[src/design/ooo_pkg.sv]
`default_nettype none

package ooo_pkg;

  localparam int XLEN       = 32;
  localparam int NUM_REGS   = 16;
  localparam int MUL_CYCLES = XLEN;  // one multiplier bit per cycle

  typedef logic [XLEN-1:0]             word_t;
  typedef logic [$clog2(NUM_REGS)-1:0] reg_idx_t;

  typedef enum logic [2:0] {
    OP_ADD,
    OP_SUB,
    OP_AND,
    OP_OR,
    OP_XOR,
    OP_LI,
    OP_MUL
  } alu_op_t;

  typedef enum logic [1:0] {
    DS_IDLE,
    DS_ISSUE,
    DS_WAIT_DROP
  } dispatch_state_t;

endpackage

`default_nettype wire

[src/design/rename_regfile.sv]
`timescale 1ns/1ps
`default_nettype none

module rename_regfile import ooo_pkg::*; #(
  parameter int ROB_DEPTH = 8
) (
  input  wire                          clk_100mhz,
  input  wire                          sys_rst,
  input  reg_idx_t                     i_rs1,
  input  reg_idx_t                     i_rs2,
  input  wire                          i_rename_we,
  input  reg_idx_t                     i_rename_rd,
  input  wire [$clog2(ROB_DEPTH)-1:0]  i_rename_tag,
  input  wire                          i_commit_we,
  input  reg_idx_t                     i_commit_rd,
  input  wire [$clog2(ROB_DEPTH)-1:0]  i_commit_tag,
  input  word_t                        i_commit_value,
  output word_t                        o_src1_value,
  output logic                         o_src1_busy,
  output logic [$clog2(ROB_DEPTH)-1:0] o_src1_tag,
  output word_t                        o_src2_value,
  output logic                         o_src2_busy,
  output logic [$clog2(ROB_DEPTH)-1:0] o_src2_tag
);
  localparam int TW = $clog2(ROB_DEPTH);

  word_t         regs [NUM_REGS];
  logic          busy [NUM_REGS];
  logic [TW-1:0] tags [NUM_REGS];

  always_ff @(posedge clk_100mhz) begin
    if (sys_rst) begin
      for (int i = 0; i < NUM_REGS; i++) begin
        regs[i] <= '0;  // arch state starts at zero
        busy[i] <= 1'b0;
        tags[i] <= '0;
      end
    end else begin
      if (i_commit_we && i_commit_rd != '0) begin
        regs[i_commit_rd] <= i_commit_value;
        // only the newest producer frees the register
        if (tags[i_commit_rd] == i_commit_tag) busy[i_commit_rd] <= 1'b0;
      end
      if (i_rename_we && i_rename_rd != '0) begin  // overrides a same-cycle commit
        busy[i_rename_rd] <= 1'b1;
        tags[i_rename_rd] <= i_rename_tag;
      end
    end
  end

  assign o_src1_value = (i_rs1 == '0) ? '0 : regs[i_rs1];
  assign o_src1_busy  = busy[i_rs1];
  assign o_src1_tag   = tags[i_rs1];
  assign o_src2_value = (i_rs2 == '0) ? '0 : regs[i_rs2];
  assign o_src2_busy  = busy[i_rs2];
  assign o_src2_tag   = tags[i_rs2];

endmodule

`default_nettype wire

[src/design/reorder_buffer.sv]
`timescale 1ns/1ps
`default_nettype none

module reorder_buffer import ooo_pkg::*; #(
  parameter int ROB_DEPTH = 8
) (
  input  wire                          clk_100mhz,
  input  wire                          sys_rst,
  input  wire                          i_alloc,
  input  reg_idx_t                     i_alloc_rd,
  input  wire                          i_cdb_valid,
  input  wire [$clog2(ROB_DEPTH)-1:0]  i_cdb_tag,
  input  word_t                        i_cdb_value,
  input  wire [$clog2(ROB_DEPTH)-1:0]  i_fwd1_tag,
  input  wire [$clog2(ROB_DEPTH)-1:0]  i_fwd2_tag,
  output logic [$clog2(ROB_DEPTH)-1:0] o_alloc_tag,
  output logic                         o_full,
  output word_t                        o_fwd1_value,
  output logic                         o_fwd1_done,
  output word_t                        o_fwd2_value,
  output logic                         o_fwd2_done,
  output logic                         o_commit_valid,
  output reg_idx_t                     o_commit_rd,
  output word_t                        o_commit_value,
  output logic [$clog2(ROB_DEPTH)-1:0] o_commit_tag
);
  localparam int TW = $clog2(ROB_DEPTH);

  reg_idx_t      rob_rd    [ROB_DEPTH];
  word_t         rob_value [ROB_DEPTH];
  logic          rob_done  [ROB_DEPTH];
  logic [TW-1:0] head, tail;
  logic [TW:0]   count;

  assign o_alloc_tag    = tail;
  assign o_full         = (count == (TW+1)'(ROB_DEPTH));
  assign o_commit_valid = (count != '0) && rob_done[head];
  assign o_commit_rd    = rob_rd[head];
  assign o_commit_value = rob_value[head];
  assign o_commit_tag   = head;

  // forward lookups also see this cycle's broadcast
  assign o_fwd1_done  = rob_done[i_fwd1_tag] || (i_cdb_valid && i_cdb_tag == i_fwd1_tag);
  assign o_fwd1_value = (i_cdb_valid && i_cdb_tag == i_fwd1_tag) ? i_cdb_value
                                                                  : rob_value[i_fwd1_tag];
  assign o_fwd2_done  = rob_done[i_fwd2_tag] || (i_cdb_valid && i_cdb_tag == i_fwd2_tag);
  assign o_fwd2_value = (i_cdb_valid && i_cdb_tag == i_fwd2_tag) ? i_cdb_value
                                                                  : rob_value[i_fwd2_tag];

  always_ff @(posedge clk_100mhz) begin
    if (sys_rst) begin
      head  <= '0;
      tail  <= '0;
      count <= '0;
      for (int i = 0; i < ROB_DEPTH; i++) rob_done[i] <= 1'b0;
    end else begin
      if (i_alloc) begin
        rob_rd[tail]   <= i_alloc_rd;
        rob_done[tail] <= 1'b0;
        tail           <= tail + 1'b1;
      end
      if (i_cdb_valid) begin
        rob_done[i_cdb_tag]  <= 1'b1;
        rob_value[i_cdb_tag] <= i_cdb_value;
      end
      if (o_commit_valid) head <= head + 1'b1;
      count <= count + (TW+1)'(i_alloc) - (TW+1)'(o_commit_valid);
    end
  end

  a_no_alloc_full: assert property (@(posedge clk_100mhz) disable iff (sys_rst)
    i_alloc |-> !o_full);
  // a fresh entry starts out not done
  a_alloc_not_done: assert property (@(posedge clk_100mhz) disable iff (sys_rst)
    i_alloc |=> !rob_done[$past(tail)]);
  // retiring entry is no longer on the bus
  a_commit_done: assert property (@(posedge clk_100mhz) disable iff (sys_rst)
    o_commit_valid |-> !(i_cdb_valid && i_cdb_tag == head));

endmodule

`default_nettype wire

[src/design/reservation_station.sv]
`timescale 1ns/1ps
`default_nettype none

module reservation_station import ooo_pkg::*; #(
  parameter int ROB_DEPTH  = 8,
  parameter int RS_ENTRIES = 2
) (
  input  wire                          clk_100mhz,
  input  wire                          sys_rst,
  input  wire                          i_we,
  input  word_t                        i_a,
  input  word_t                        i_b,
  input  wire                          i_a_rdy,
  input  wire                          i_b_rdy,
  input  wire [$clog2(ROB_DEPTH)-1:0]  i_a_tag,
  input  wire [$clog2(ROB_DEPTH)-1:0]  i_b_tag,
  input  alu_op_t                      i_op,
  input  wire [$clog2(ROB_DEPTH)-1:0]  i_tag,
  input  wire                          i_unit_ready,
  input  wire                          i_cdb_valid,
  input  wire [$clog2(ROB_DEPTH)-1:0]  i_cdb_tag,
  input  word_t                        i_cdb_value,
  output logic                         o_full,
  output logic                         o_issue_valid,
  output word_t                        o_issue_a,
  output word_t                        o_issue_b,
  output alu_op_t                      o_issue_op,
  output logic [$clog2(ROB_DEPTH)-1:0] o_issue_tag
);
  localparam int TW = $clog2(ROB_DEPTH);
  localparam int IW = (RS_ENTRIES > 1) ? $clog2(RS_ENTRIES) : 1;

  logic          slot_valid [RS_ENTRIES];
  logic          slot_a_rdy [RS_ENTRIES];
  logic          slot_b_rdy [RS_ENTRIES];
  word_t         slot_a     [RS_ENTRIES];
  word_t         slot_b     [RS_ENTRIES];
  logic [TW-1:0] slot_a_tag [RS_ENTRIES];
  logic [TW-1:0] slot_b_tag [RS_ENTRIES];
  logic [TW-1:0] slot_tag   [RS_ENTRIES];
  alu_op_t       slot_op    [RS_ENTRIES];
  logic [IW-1:0] free_idx, issue_idx;
  logic          any_ready;

  always_comb begin
    o_full    = 1'b1;
    free_idx  = '0;
    any_ready = 1'b0;
    issue_idx = '0;
    for (int i = RS_ENTRIES - 1; i >= 0; i--) begin  // downward so lowest wins
      if (!slot_valid[i]) begin
        o_full   = 1'b0;
        free_idx = IW'(i);
      end
      if (slot_valid[i] && slot_a_rdy[i] && slot_b_rdy[i]) begin
        any_ready = 1'b1;
        issue_idx = IW'(i);
      end
    end
  end

  assign o_issue_valid = any_ready && i_unit_ready;
  assign o_issue_a     = slot_a[issue_idx];
  assign o_issue_b     = slot_b[issue_idx];
  assign o_issue_op    = slot_op[issue_idx];
  assign o_issue_tag   = slot_tag[issue_idx];

  always_ff @(posedge clk_100mhz) begin
    if (sys_rst) begin
      for (int i = 0; i < RS_ENTRIES; i++) slot_valid[i] <= 1'b0;
    end else begin
      for (int i = 0; i < RS_ENTRIES; i++) begin
        // bus snoop for operands still waiting
        if (i_cdb_valid && slot_valid[i] && !slot_a_rdy[i] && slot_a_tag[i] == i_cdb_tag) begin
          slot_a[i]     <= i_cdb_value;
          slot_a_rdy[i] <= 1'b1;
        end
        if (i_cdb_valid && slot_valid[i] && !slot_b_rdy[i] && slot_b_tag[i] == i_cdb_tag) begin
          slot_b[i]     <= i_cdb_value;
          slot_b_rdy[i] <= 1'b1;
        end
      end
      if (o_issue_valid) slot_valid[issue_idx] <= 1'b0;
      if (i_we && !o_full) begin
        slot_valid[free_idx] <= 1'b1;
        slot_a[free_idx]     <= i_a;
        slot_b[free_idx]     <= i_b;
        slot_a_rdy[free_idx] <= i_a_rdy;
        slot_b_rdy[free_idx] <= i_b_rdy;
        slot_a_tag[free_idx] <= i_a_tag;
        slot_b_tag[free_idx] <= i_b_tag;
        slot_op[free_idx]    <= i_op;
        slot_tag[free_idx]   <= i_tag;
      end
    end
  end

  // a write while every slot is taken would lose the instruction
  a_no_write_full: assert property (@(posedge clk_100mhz) disable iff (sys_rst)
    i_we |-> !o_full);

endmodule

`default_nettype wire

[src/design/alu_unit.sv]
`timescale 1ns/1ps
`default_nettype none

module alu_unit import ooo_pkg::*; #(
  parameter int ROB_DEPTH = 8
) (
  input  wire                          clk_100mhz,
  input  wire                          sys_rst,
  input  wire                          i_valid,
  input  word_t                        i_a,
  input  word_t                        i_b,
  input  alu_op_t                      i_op,
  input  wire [$clog2(ROB_DEPTH)-1:0]  i_tag,
  input  wire                          i_grant,
  output logic                         o_ready,
  output logic                         o_result_valid,
  output word_t                        o_result,
  output logic [$clog2(ROB_DEPTH)-1:0] o_result_tag
);
  word_t alu_out;

  always_comb begin
    case (i_op)
      OP_ADD:  alu_out = i_a + i_b;  // wraps at XLEN
      OP_SUB:  alu_out = i_a - i_b;
      OP_AND:  alu_out = i_a & i_b;
      OP_OR:   alu_out = i_a | i_b;
      OP_XOR:  alu_out = i_a ^ i_b;
      OP_LI:   alu_out = i_b;
      default: alu_out = '0;
    endcase
  end

  assign o_ready = !o_result_valid || i_grant;  // free once the bus takes it

  always_ff @(posedge clk_100mhz) begin
    if (sys_rst) begin
      o_result_valid <= 1'b0;
    end else if (i_valid && o_ready) begin
      o_result_valid <= 1'b1;
    end else if (i_grant) begin
      o_result_valid <= 1'b0;
    end
    if (i_valid && o_ready) begin
      o_result     <= alu_out;
      o_result_tag <= i_tag;
    end
  end

endmodule

`default_nettype wire

[src/design/shift_add_multiplier.sv]
`timescale 1ns/1ps
`default_nettype none

module shift_add_multiplier import ooo_pkg::*; #(
  parameter int ROB_DEPTH = 8
) (
  input  wire                          clk_100mhz,
  input  wire                          sys_rst,
  input  wire                          i_valid,
  input  word_t                        i_a,
  input  word_t                        i_b,
  input  wire [$clog2(ROB_DEPTH)-1:0]  i_tag,
  input  wire                          i_grant,
  output logic                         o_ready,
  output logic                         o_result_valid,
  output word_t                        o_result,
  output logic [$clog2(ROB_DEPTH)-1:0] o_result_tag
);
  localparam int CW = $clog2(MUL_CYCLES + 1);

  word_t         mcand, mplier, acc;
  logic [CW-1:0] cnt;
  logic          busy;

  assign o_ready  = !busy && (!o_result_valid || i_grant);
  assign o_result = acc;  // low XLEN bits of the product

  always_ff @(posedge clk_100mhz) begin
    if (sys_rst) begin
      busy           <= 1'b0;
      cnt            <= '0;
      o_result_valid <= 1'b0;
    end else if (i_valid && o_ready) begin
      busy           <= 1'b1;
      cnt            <= '0;
      o_result_valid <= 1'b0;
    end else if (busy) begin
      cnt <= cnt + 1'b1;
      if (cnt == CW'(MUL_CYCLES - 1)) begin  // last bit taken this cycle
        busy           <= 1'b0;
        o_result_valid <= 1'b1;
      end
    end else if (i_grant) begin
      o_result_valid <= 1'b0;
    end
    if (i_valid && o_ready) begin
      mcand        <= i_a;
      mplier       <= i_b;
      acc          <= '0;
      o_result_tag <= i_tag;
    end else if (busy) begin
      if (mplier[0]) acc <= acc + mcand;
      mcand  <= mcand << 1;
      mplier <= mplier >> 1;
    end
  end

  a_cnt_bound: assert property (@(posedge clk_100mhz) disable iff (sys_rst)
    busy |-> cnt < CW'(MUL_CYCLES));

endmodule

`default_nettype wire

[src/design/cdb_arbiter.sv]
`timescale 1ns/1ps
`default_nettype none

module cdb_arbiter import ooo_pkg::*; #(
  parameter int ROB_DEPTH = 8
) (
  input  wire                          clk_100mhz,
  input  wire                          sys_rst,
  input  wire                          i_alu_valid,
  input  word_t                        i_alu_value,
  input  wire [$clog2(ROB_DEPTH)-1:0]  i_alu_tag,
  input  wire                          i_mul_valid,
  input  word_t                        i_mul_value,
  input  wire [$clog2(ROB_DEPTH)-1:0]  i_mul_tag,
  output logic                         o_alu_grant,
  output logic                         o_mul_grant,
  output logic                         o_cdb_valid,
  output logic [$clog2(ROB_DEPTH)-1:0] o_cdb_tag,
  output word_t                        o_cdb_value
);
  // alu always wins, mul waits a cycle
  assign o_alu_grant = i_alu_valid;
  assign o_mul_grant = i_mul_valid && !i_alu_valid;

  always_ff @(posedge clk_100mhz) begin
    if (sys_rst) o_cdb_valid <= 1'b0;
    else o_cdb_valid <= o_alu_grant || o_mul_grant;
    o_cdb_tag   <= o_alu_grant ? i_alu_tag : i_mul_tag;
    o_cdb_value <= o_alu_grant ? i_alu_value : i_mul_value;
  end

endmodule

`default_nettype wire

[src/design/dispatch_ctrl.sv]
`timescale 1ns/1ps
`default_nettype none

module dispatch_ctrl import ooo_pkg::*; #(
  parameter int ROB_DEPTH = 8
) (
  input  wire                          clk_100mhz,
  input  wire                          sys_rst,
  input  wire                          i_inst_req,
  input  alu_op_t                      i_inst_op,
  input  reg_idx_t                     i_inst_rd,
  input  word_t                        i_inst_imm,
  input  word_t                        i_src1_value,
  input  wire                          i_src1_busy,
  input  wire [$clog2(ROB_DEPTH)-1:0]  i_src1_tag,
  input  word_t                        i_src2_value,
  input  wire                          i_src2_busy,
  input  wire [$clog2(ROB_DEPTH)-1:0]  i_src2_tag,
  input  word_t                        i_fwd1_value,
  input  wire                          i_fwd1_done,
  input  word_t                        i_fwd2_value,
  input  wire                          i_fwd2_done,
  input  wire                          i_rob_full,
  input  wire                          i_alu_rs_full,
  input  wire                          i_mul_rs_full,
  output logic                         o_inst_ack,
  output logic                         o_rob_alloc,
  output logic                         o_rename_we,
  output logic                         o_alu_rs_we,
  output logic                         o_mul_rs_we,
  output word_t                        o_entry_a,
  output word_t                        o_entry_b,
  output logic                         o_entry_a_rdy,
  output logic                         o_entry_b_rdy,
  output logic [$clog2(ROB_DEPTH)-1:0] o_entry_a_tag,
  output logic [$clog2(ROB_DEPTH)-1:0] o_entry_b_tag,
  output alu_op_t                      o_entry_op
);
  dispatch_state_t state, state_nxt;
  logic is_mul, room, go;

  always_comb begin
    is_mul = (i_inst_op == OP_MUL);
    room   = !i_rob_full && (is_mul ? !i_mul_rs_full : !i_alu_rs_full);
    go     = (state == DS_ISSUE) && room;

    state_nxt = state;
    case (state)
      DS_IDLE:      if (i_inst_req) state_nxt = DS_ISSUE;
      DS_ISSUE:     if (room) state_nxt = DS_WAIT_DROP;  // stalls here on full
      DS_WAIT_DROP: if (!i_inst_req) state_nxt = DS_IDLE;
      default:      state_nxt = DS_IDLE;
    endcase
  end

  always_ff @(posedge clk_100mhz) begin
    if (sys_rst) state <= DS_IDLE;
    else state <= state_nxt;
  end

  assign o_inst_ack  = (state == DS_WAIT_DROP);
  assign o_rob_alloc = go;
  assign o_rename_we = go && (i_inst_rd != '0);  // r0 stays unrenamed
  assign o_alu_rs_we = go && !is_mul;
  assign o_mul_rs_we = go && is_mul;
  assign o_entry_op  = i_inst_op;
  assign o_entry_a_tag = i_src1_tag;
  assign o_entry_b_tag = i_src2_tag;

  // operand sources: load-imm, register, rob forward, else wait on tag
  always_comb begin
    o_entry_a     = i_src1_value;
    o_entry_a_rdy = !i_src1_busy || i_fwd1_done;
    if (i_src1_busy) o_entry_a = i_fwd1_value;
    o_entry_b     = i_src2_value;
    o_entry_b_rdy = !i_src2_busy || i_fwd2_done;
    if (i_src2_busy) o_entry_b = i_fwd2_value;
    if (i_inst_op == OP_LI) begin
      o_entry_a     = i_inst_imm;
      o_entry_b     = i_inst_imm;
      o_entry_a_rdy = 1'b1;
      o_entry_b_rdy = 1'b1;
    end
  end

  // source must still be requesting when ack goes up
  a_ack_needs_req: assert property (@(posedge clk_100mhz) disable iff (sys_rst)
    $rose(o_inst_ack) |-> i_inst_req);

endmodule

`default_nettype wire

[src/design/ooo_core_top.sv]
`timescale 1ns/1ps
`default_nettype none

module ooo_core_top import ooo_pkg::*; #(
  parameter int ROB_DEPTH  = 8,
  parameter int RS_ENTRIES = 2
) (
  input  wire      clk_100mhz,
  input  wire      sys_rst,
  input  wire      i_inst_req,
  input  alu_op_t  i_inst_op,
  input  reg_idx_t i_inst_rd,
  input  reg_idx_t i_inst_rs1,
  input  reg_idx_t i_inst_rs2,
  input  word_t    i_inst_imm,
  output logic     o_inst_ack,
  output logic     o_commit_valid,
  output reg_idx_t o_commit_rd,
  output word_t    o_commit_value
);
  localparam int TW = $clog2(ROB_DEPTH);

  // register read and forwarding
  word_t          src1_value, src2_value, fwd1_value, fwd2_value;
  logic           src1_busy, src2_busy, fwd1_done, fwd2_done;
  logic [TW-1:0]  src1_tag, src2_tag;

  // dispatch to rob, rename table and stations
  logic           rob_alloc, rob_full, rename_we;
  logic [TW-1:0]  alloc_tag, commit_tag;
  logic           alu_rs_we, mul_rs_we, alu_rs_full, mul_rs_full;
  word_t          entry_a, entry_b;
  logic           entry_a_rdy, entry_b_rdy;
  logic [TW-1:0]  entry_a_tag, entry_b_tag;
  alu_op_t        entry_op;

  // station to unit
  logic           alu_ready, alu_issue, mul_ready, mul_issue;
  word_t          alu_a, alu_b, mul_a, mul_b;
  alu_op_t        alu_op;
  logic [TW-1:0]  alu_in_tag, mul_in_tag;

  // unit results and bus
  logic           alu_res_valid, mul_res_valid, alu_grant, mul_grant;
  word_t          alu_result, mul_result, cdb_value;
  logic [TW-1:0]  alu_res_tag, mul_res_tag, cdb_tag;
  logic           cdb_valid;

  dispatch_ctrl #(.ROB_DEPTH(ROB_DEPTH)) u_dispatch (
    .clk_100mhz, .sys_rst, .i_inst_req, .i_inst_op, .i_inst_rd, .i_inst_imm,
    .i_src1_value(src1_value), .i_src1_busy(src1_busy), .i_src1_tag(src1_tag),
    .i_src2_value(src2_value), .i_src2_busy(src2_busy), .i_src2_tag(src2_tag),
    .i_fwd1_value(fwd1_value), .i_fwd1_done(fwd1_done),
    .i_fwd2_value(fwd2_value), .i_fwd2_done(fwd2_done),
    .i_rob_full(rob_full), .i_alu_rs_full(alu_rs_full), .i_mul_rs_full(mul_rs_full),
    .o_inst_ack, .o_rob_alloc(rob_alloc), .o_rename_we(rename_we),
    .o_alu_rs_we(alu_rs_we), .o_mul_rs_we(mul_rs_we),
    .o_entry_a(entry_a), .o_entry_b(entry_b),
    .o_entry_a_rdy(entry_a_rdy), .o_entry_b_rdy(entry_b_rdy),
    .o_entry_a_tag(entry_a_tag), .o_entry_b_tag(entry_b_tag), .o_entry_op(entry_op)
  );

  rename_regfile #(.ROB_DEPTH(ROB_DEPTH)) u_regfile (
    .clk_100mhz, .sys_rst, .i_rs1(i_inst_rs1), .i_rs2(i_inst_rs2),
    .i_rename_we(rename_we), .i_rename_rd(i_inst_rd), .i_rename_tag(alloc_tag),
    .i_commit_we(o_commit_valid), .i_commit_rd(o_commit_rd),
    .i_commit_tag(commit_tag), .i_commit_value(o_commit_value),
    .o_src1_value(src1_value), .o_src1_busy(src1_busy), .o_src1_tag(src1_tag),
    .o_src2_value(src2_value), .o_src2_busy(src2_busy), .o_src2_tag(src2_tag)
  );

  reorder_buffer #(.ROB_DEPTH(ROB_DEPTH)) u_rob (
    .clk_100mhz, .sys_rst, .i_alloc(rob_alloc), .i_alloc_rd(i_inst_rd),
    .i_cdb_valid(cdb_valid), .i_cdb_tag(cdb_tag), .i_cdb_value(cdb_value),
    .i_fwd1_tag(src1_tag), .i_fwd2_tag(src2_tag),
    .o_alloc_tag(alloc_tag), .o_full(rob_full),
    .o_fwd1_value(fwd1_value), .o_fwd1_done(fwd1_done),
    .o_fwd2_value(fwd2_value), .o_fwd2_done(fwd2_done),
    .o_commit_valid, .o_commit_rd, .o_commit_value, .o_commit_tag(commit_tag)
  );

  reservation_station #(.ROB_DEPTH(ROB_DEPTH), .RS_ENTRIES(RS_ENTRIES)) alu_rs (
    .clk_100mhz, .sys_rst, .i_we(alu_rs_we), .i_a(entry_a), .i_b(entry_b),
    .i_a_rdy(entry_a_rdy), .i_b_rdy(entry_b_rdy), .i_a_tag(entry_a_tag),
    .i_b_tag(entry_b_tag), .i_op(entry_op), .i_tag(alloc_tag), .i_unit_ready(alu_ready),
    .i_cdb_valid(cdb_valid), .i_cdb_tag(cdb_tag), .i_cdb_value(cdb_value),
    .o_full(alu_rs_full), .o_issue_valid(alu_issue), .o_issue_a(alu_a),
    .o_issue_b(alu_b), .o_issue_op(alu_op), .o_issue_tag(alu_in_tag)
  );

  reservation_station #(.ROB_DEPTH(ROB_DEPTH), .RS_ENTRIES(RS_ENTRIES)) mul_rs (
    .clk_100mhz, .sys_rst, .i_we(mul_rs_we), .i_a(entry_a), .i_b(entry_b),
    .i_a_rdy(entry_a_rdy), .i_b_rdy(entry_b_rdy), .i_a_tag(entry_a_tag),
    .i_b_tag(entry_b_tag), .i_op(entry_op), .i_tag(alloc_tag), .i_unit_ready(mul_ready),
    .i_cdb_valid(cdb_valid), .i_cdb_tag(cdb_tag), .i_cdb_value(cdb_value),
    .o_full(mul_rs_full), .o_issue_valid(mul_issue), .o_issue_a(mul_a),
    .o_issue_b(mul_b), .o_issue_op(), .o_issue_tag(mul_in_tag)  // op is always mul
  );

  alu_unit #(.ROB_DEPTH(ROB_DEPTH)) u_alu (
    .clk_100mhz, .sys_rst, .i_valid(alu_issue), .i_a(alu_a), .i_b(alu_b),
    .i_op(alu_op), .i_tag(alu_in_tag), .i_grant(alu_grant),
    .o_ready(alu_ready), .o_result_valid(alu_res_valid),
    .o_result(alu_result), .o_result_tag(alu_res_tag)
  );

  shift_add_multiplier #(.ROB_DEPTH(ROB_DEPTH)) u_mul (
    .clk_100mhz, .sys_rst, .i_valid(mul_issue), .i_a(mul_a), .i_b(mul_b),
    .i_tag(mul_in_tag), .i_grant(mul_grant),
    .o_ready(mul_ready), .o_result_valid(mul_res_valid),
    .o_result(mul_result), .o_result_tag(mul_res_tag)
  );

  cdb_arbiter #(.ROB_DEPTH(ROB_DEPTH)) u_cdb (
    .clk_100mhz, .sys_rst,
    .i_alu_valid(alu_res_valid), .i_alu_value(alu_result), .i_alu_tag(alu_res_tag),
    .i_mul_valid(mul_res_valid), .i_mul_value(mul_result), .i_mul_tag(mul_res_tag),
    .o_alu_grant(alu_grant), .o_mul_grant(mul_grant),
    .o_cdb_valid(cdb_valid), .o_cdb_tag(cdb_tag), .o_cdb_value(cdb_value)
  );

endmodule

`default_nettype wire

[config.mk]
export PLATFORM = sky130hd
export DESIGN_NAME = ooo_core_top
export DESIGN_NICKNAME = d
export VERILOG_FILES = /design/src/design/ooo_pkg.sv /design/src/design/rename_regfile.sv /design/src/design/reorder_buffer.sv /design/src/design/reservation_station.sv /design/src/design/alu_unit.sv /design/src/design/shift_add_multiplier.sv /design/src/design/cdb_arbiter.sv /design/src/design/dispatch_ctrl.sv /design/src/design/ooo_core_top.sv
export SDC_FILE = /design/constraint.sdc
export NUM_CORES = 2
export LEC_CHECK = 0
export BUFFER_PORTS_ARGS = -buffer_cell sky130_fd_sc_hd__buf_2
export CELL_PAD_IN_SITES_DETAIL_PLACEMENT = 1
export CELL_PAD_IN_SITES_GLOBAL_PLACEMENT = 2
export CORE_AREA = 5 5 461 463
export CTS_BUF_LIST = sky130_fd_sc_hd__clkbuf_4 sky130_fd_sc_hd__clkbuf_8
export DETAILED_ROUTE_END_ITERATION = 16
export DIE_AREA = 0 0 466 468
export PLACE_DENSITY = 0.63
export SLEW_MARGIN = 20
export SYNTH_ARGS = -nofsm -noshare
export SYNTH_HDL_FRONTEND = slang
export SYNTH_SLANG_ARGS = --single-unit
[constraint.sdc]
create_clock -name clk_100mhz -period 5.9 [get_ports clk_100mhz]
set_clock_uncertainty 0.15 [all_clocks]
set_input_delay 1.475 -clock clk_100mhz [delete_from_list [all_inputs] [get_ports clk_100mhz]]
set_output_delay 1.475 -clock clk_100mhz [all_outputs]
set_load 0.005 [all_outputs]
== After elaboration in Yosys (flattened, before gate mapping) ==
Memory sizes are Yosys's and may differ from the RTL's. A register that Yosys moved wholly into a read port is not among the register bits.
Index checks and enable logic that the tools add are counted.
Widths: inputs -> output; s select.

* Register bits: 185
* RAM bits: 1182
* Input port bits: 50
* Logic and storage cells: 297
* Memories kept: 23

{| class="wikitable"
|+ Memory list
! memory !! words !! width !! read ports !! clocked after memory_dff !! wr ports !! RTL line !! RTL
|-
| u_regfile.regs || 16 || 32 || 2 || 0 || 16 || rename_regfile.sv:27 || <nowiki>word_t regs [NUM_REGS];</nowiki>
|-
| u_rob.rob_value || 8 || 32 || 3 || 1 || 1 || reorder_buffer.sv:30 || <nowiki>word_t rob_value [ROB_DEPTH];</nowiki>
|-
| alu_rs.slot_a || 2 || 32 || 1 || 0 || 3 || reservation_station.sv:36 || <nowiki>word_t slot_a [RS_ENTRIES];</nowiki>
|-
| alu_rs.slot_b || 2 || 32 || 1 || 0 || 3 || reservation_station.sv:37 || <nowiki>word_t slot_b [RS_ENTRIES];</nowiki>
|-
| mul_rs.slot_a || 2 || 32 || 1 || 0 || 3 || reservation_station.sv:36 ||
|-
| mul_rs.slot_b || 2 || 32 || 1 || 0 || 3 || reservation_station.sv:37 ||
|-
| +17 memories || -- || -- || -- || -- || -- || -- ||
|}

* Add/subtract/negate cells: 8
* Equal/unequal tests: 26
* Muxes and demuxes: 132
* Bitwise gates (word level): 3
* Reductions and logical operators: 90

{| class="wikitable"
|+ Operators with widths
! operator !! count
|-
| $mux 32 || 14
|-
| $pmux 32 s6 || 1
|-
| $mux 1 || 99
|-
| $add 32x32->32 || 2
|-
| $logic_and 1x1->1 || 44
|-
| $eq 3x3->1 || 11
|-
| $and 32x32->32 || 1
|-
| $or 32x32->32 || 1
|-
| $reduce_or 32->1 || 1
|-
| $sub 32x32->32 || 1
|-
| $xor 32x32->32 || 1
|-
| $mux 3 || 10
|-
| $logic_not 1->1 || 17
|-
| $mux 4 || 4
|-
| $eq 3x3->1 const B || 4
|-
| $reduce_bool 4->1 || 3
|-
| $logic_not 4->1 || 2
|-
| $reduce_or 1->1 || 8
|-
| $add 3x1->3 const B || 2
|-
| $add 6x1->6 const B || 1
|-
| $eq 3x2->1 const B || 2
|-
| $eq 6x5->1 const B || 1
|-
| $logic_or 1x1->1 || 6
|-
| $mux 2 || 3
|-
| other kinds (16) || 20
|}

== Depth between registers and ports, before layout ==
An unclocked memory read counts as a cell.

* Depth after elaboration: 14
* Mapped depth: 20
* Depth with buffers taken out: 18

== Hierarchy ==
A second synthesis with hierarchy kept.

* Cell total of the unflattened synthesis: 5645
* Area total of the unflattened synthesis: 75346.0 um^2

{| class="wikitable"
|+ Modules (own cells, without submodules)
! module !! times used !! cells each !! area each (um^2)
|-
| rename_regfile || 1 || 1867 || 30723.2
|-
| reorder_buffer || 1 || 930 || 16449.5
|-
| reservation_station || 2 || 630 || 7171.9
|-
| shift_add_multiplier || 1 || 658 || 5794.3
|-
| alu_unit || 1 || 644 || 5307.6
|-
| dispatch_ctrl || 1 || 208 || 1417.6
|-
| cdb_arbiter || 1 || 78 || 1310.0
|}

== Worst setup path after synthesis ==
No wires, ideal clock.

* Path type: register to register
* Start point: mem alu_rs.slot_valid[0]
* End point: reg u_alu.o_result[26] (data pin)
* Arrival: 5.045 ns
* Slack: 0.430 ns
* Cell stages (with the launch flop): 18
* Clock period less this slack: 5.470 ns
* Path through: dfxtp_1 -> nand3_1 -> nand2_1 -> clkbuf_1 -> clkbuf_1 -> clkbuf_1 -> buf_1 -> mux2i_1 -> inv_1 -> ha_1 -> and3_1 -> a221oi_1 -> o211ai_1 -> a2111oi_0 -> o21ai_0 -> a211oi_1 -> xor2_1 -> o221ai_1

{| class="wikitable"
|+ RTL lines
! element !! RTL line !! RTL
|-
| start, declared || reservation_station.sv:33 || <nowiki>logic slot_valid [RS_ENTRIES];</nowiki>
|-
| end signal, assigned || alu_unit.sv:45 || <nowiki>o_result <= alu_out;</nowiki>
|-
| end, declared || alu_unit.sv:17 || <nowiki>output word_t o_result,</nowiki>
|}

== Worst setup path after layout ==
* Start point: mem alu_rs.slot_b[1][2] (netlist name)
* End point: reg u_alu.o_result[30] (data pin)

* Cells in the longest elaborated chain, start to end: 3
* Elaborated cells on any way between the ends: 4
* Classes of those cells: add/sub: 2; mux: 1; memory: 1

{| class="wikitable"
|+ RTL lines
! element !! RTL line !! RTL
|-
| start, declared || reservation_station.sv:37 ||
|-
| $mem_v2 2x32 * || -- ||
|-
| $sub 32x32->32 / $add 32x32->32 (equally long branches) || alu_unit.sv:25, alu_unit.sv:24 ||
|-
| $pmux 32 s6 * || alu_unit.sv:23 || <nowiki>case (i_op)</nowiki>
|-
| named net u_alu.alu_out[30] || alu_unit.sv:20 || <nowiki>word_t alu_out;</nowiki>
|}

Mark *: on every way through the listed nets, which the timed path passes. The rest lies on a longest branch.
A chain may end at the register's enable or synchronous reset.

==> metrics <==
share of post-route cells with drive strength above 1=23.8%; crit start category=flip-flop; clk_lat worst skew=1.03 ns; worst hold stages=2; final net count=5897; GP Congestion=0.806; cell-internal power=17.5 mW; Detail Route Antenna Nets=0; post-synth top area share=51.9%; post-CTS setup buffer count=0; CTS buffer count=274; LEAKAGE=29.9 nW; Avg Cell Area, Syn=13.0 um^2; P per Cell Area=293 mW/mm^2; Setup Crit Path Kind=flip-flop to flip-flop; # IOs=88; P&R area growth vs syn=13.6%; Worst VDD drop=0.232 mV; DRT Wirelength=256000 um; initial antenna violation count=16; Hold Crit Start=u_alu.o_result[1]$_DFFE_PN_; Core ar.=0.208 mm^2; flop2flop setup slack=0.33 ns; clock slew at reported path FFs=0.06 ns; total grt overflow=0; die height=468 um; setup violators final=0; highest clock rate=179 MHz; RSZ-0062 raised after global routing=no; Clock Sinks=1376; DR iter-0 viols=4475; Mapped Area=0.0722 mm^2; CTS tree=done; fillers=21769; Flop pwr share=47.5%; asr flop ratio synth=0%; Comb pwr share=13.1%; Yosys warnings=0; Die Area=0.218 mm^2; outcome=complete, no violations; WHS=0.306 ns; area leader, netlist=edfxtp_1; TritonRoute pass-1 iters=5; largest net degree at the start of global routing=101; Hold Crit Endpoint=u_cdb.o_cdb_value[1]$_DFF_P_; Net Sw Frac=27.0%; minimum clock period=5.57 ns; Clk network pwr share=39.5%; routed length per instance=29.4 um; # port buffers=87; placement row count=168; first-pass GRT wire length=368000 um; max-slew violation count=0; CTS root buf=clkbuf_8; FF-to-FF Start=alu_rs.slot_b[1][2]$_DFFE_PP_; post-synthesis cell type count=73; DR vias=49047; total of max-cap violations=0; Post-route DRC=0; critical path peak fanout=6; Hold Fails Final Rpt=0; Synth area leaders=edfxtp_1 52%, mux4_2 15%, mux2i_1 4.1%; crit share post-route=94.5%; CTS max path bufs=4; Initial Util=34.7%; Crit path required time=6.46 ns; Worst EP arrival=6.13 ns; Total GRT Usage=23.1%; setup TNS=0 ns; sequential area share after synthesis=55.5%; Post-synth EDFFs=1248; R2R depth=16; hold buffer count at cts=0; pin slew with the least headroom to its limit=1.09 ns; Primary FF master, synth=edfxtp_1; Synth Instances=5545; cts repair resizes=0; R2R Path End=u_alu.o_result[30]$_DFFE_PN_; vias in the first global route=51932; HPWL reported at the end of detailed placement=166000 um; H-tree Lvls=5; Yosys reg bits=1376; relative slew slack=27.1%; CP endpoint kind=flip-flop; width of the die=466 um; Hold Path Class=flip-flop to flip-flop; sw power=6.47 mW; vias per inst=5.63
-- critical path, cell delays in order (launching register included) --
cell,delay (ns)
edfxtp_1,0.41
or4_1,0.57
or4_1,0.42
o21ai_1,0.30
and4_1,0.32
nor2b_1,0.43
o21ai_0,0.26
nor2_1,0.19
a21oi_1,0.11
xnor2_1,0.17
ha_1,0.41
nand2_1,0.10
or4_1,0.49
o21ai_0,0.37
o211ai_1,0.22
o211ai_1,0.21
o221ai_1,0.14
-- power groups by stage --
stage               combinational [mW]  sequential (mW)  clock [mW]
floorplan                         2.11             11.4           0
global placement                  3.10             11.6           0
detailed placement                3.14             11.6           0
CTS                               3.16             11.4        9.73
global route                      3.41             11.4        10.2
finish                            3.14             11.4        9.47
-- Yosys cell counts, drive strengths merged (17+ instances only) --
cell / count
a211oi: 17
a21o: 34
a21oi: 249
a31o: 22
and2: 54
buf: 132
clkbuf: 300
dfxtp: 128
edfxtp: 1248
ha: 133
inv: 154
mux2: 106
mux2i: 296
mux4: 500
nand2: 542
nand2b: 20
nand3: 43
nor2: 667
nor2b: 17
nor3: 29
o211ai: 33
o21ai: 445
o221ai: 19
o22ai: 52
o31ai: 17
or4: 22
xnor2: 93
xor2: 34
-- sequential cells by signal, indices dropped and copies added (netlist names), 48 cells and up, named ones only --
name             cells
u_regfile.regs     512
u_rob.rob_value    256
alu_rs.slot_a       64
alu_rs.slot_b       64
mul_rs.slot_a       64
mul_rs.slot_b       64
u_regfile.tags      48
-- worst max path at each step --
| stage | startpoint | end | slack [ns] |
|---|---|---|---|
| after global routing | alu_rs.slot_b[1][2]$_DFFE_PP_ | u_alu.o_result[30]$_DFFE_PN_ | 0.11 |
| final | alu_rs.slot_b[1][2]$_DFFE_PP_ | u_alu.o_result[30]$_DFFE_PN_ | 0.33 |
| after floorplan | alu_rs.slot_valid[0]$_DFF_P_ | u_alu.o_result[26]$_DFFE_PN_ | 0.43 |
| after global placement | alu_rs.slot_b[1][2]$_DFFE_PP_ | u_alu.o_result[30]$_DFFE_PN_ | 0.36 |
| after detailed placement | alu_rs.slot_b[1][2]$_DFFE_PP_ | u_alu.o_result[30]$_DFFE_PN_ | 0.30 |
| after CTS | alu_rs.slot_b[1][2]$_DFFE_PP_ | u_alu.o_result[30]$_DFFE_PN_ | 0.28 |
-- per-layer routing --
layer | track usage [%] | up-vias | part of all wire (%)
li1 | - | 21305 | -
met1 | 30.4 | 25787 | 43
met2 | 38.7 | 1542 | 48
met3 | 5.00 | 409 | 6.5
met4 | 6.51 | 4 | 2.6
met5 | 0 | - | 0.0063
-- stage by stage --
step	instances	util, %	setup WS [ns]	instance area (um^2)	power (mW)
global route	8704	39.4	0.110	82000	25.0
finish	8706	39.4	0.327	82000	24.0
floorplan	5579	-	0.430	72300	13.5
detailed placement	8240	36.9	0.296	76900	14.7
CTS	8703	39.4	0.278	82000	24.3
global placement	8239	36.9	0.364	76900	14.7
-- cells in the final DEF, fill, tap and decap left out, drive strengths merged, types with 93 or more instances in the layout --
cell type	count
mux4	500
a21oi	249
edfxtp	1248
mux2i	296
clkbuf	380
nand2	542
dfxtp	128
buf	288
nor2	667
inv	154
mux2	106
xnor2	93
ha	133
o21ai	445
-- layout make-up --
cell class	count	area, um^2	share of cell area [%]
inverter	155	582	0.710
tap	2805	3510	4.28
sequential	1376	40100	48.8
multi-input combinational	3616	30500	37.2
clock inverter	83	428	0.522
timing repair buffer	288	2210	2.69
antenna	3	7.51	0.00916
clock buffer	380	4690	5.72
-- logic make-up after synthesis --
kind of cell | share of synthesized area (%)
xor+xnor | 1.54
other cells | 0.00519
flops | 55.5
compound gates | 7.67
mux | 21.4
simple gates | 8.36
buf+inv | 3.16
fa+ha+maj | 2.39
Power figures use the tool's default switching activity.
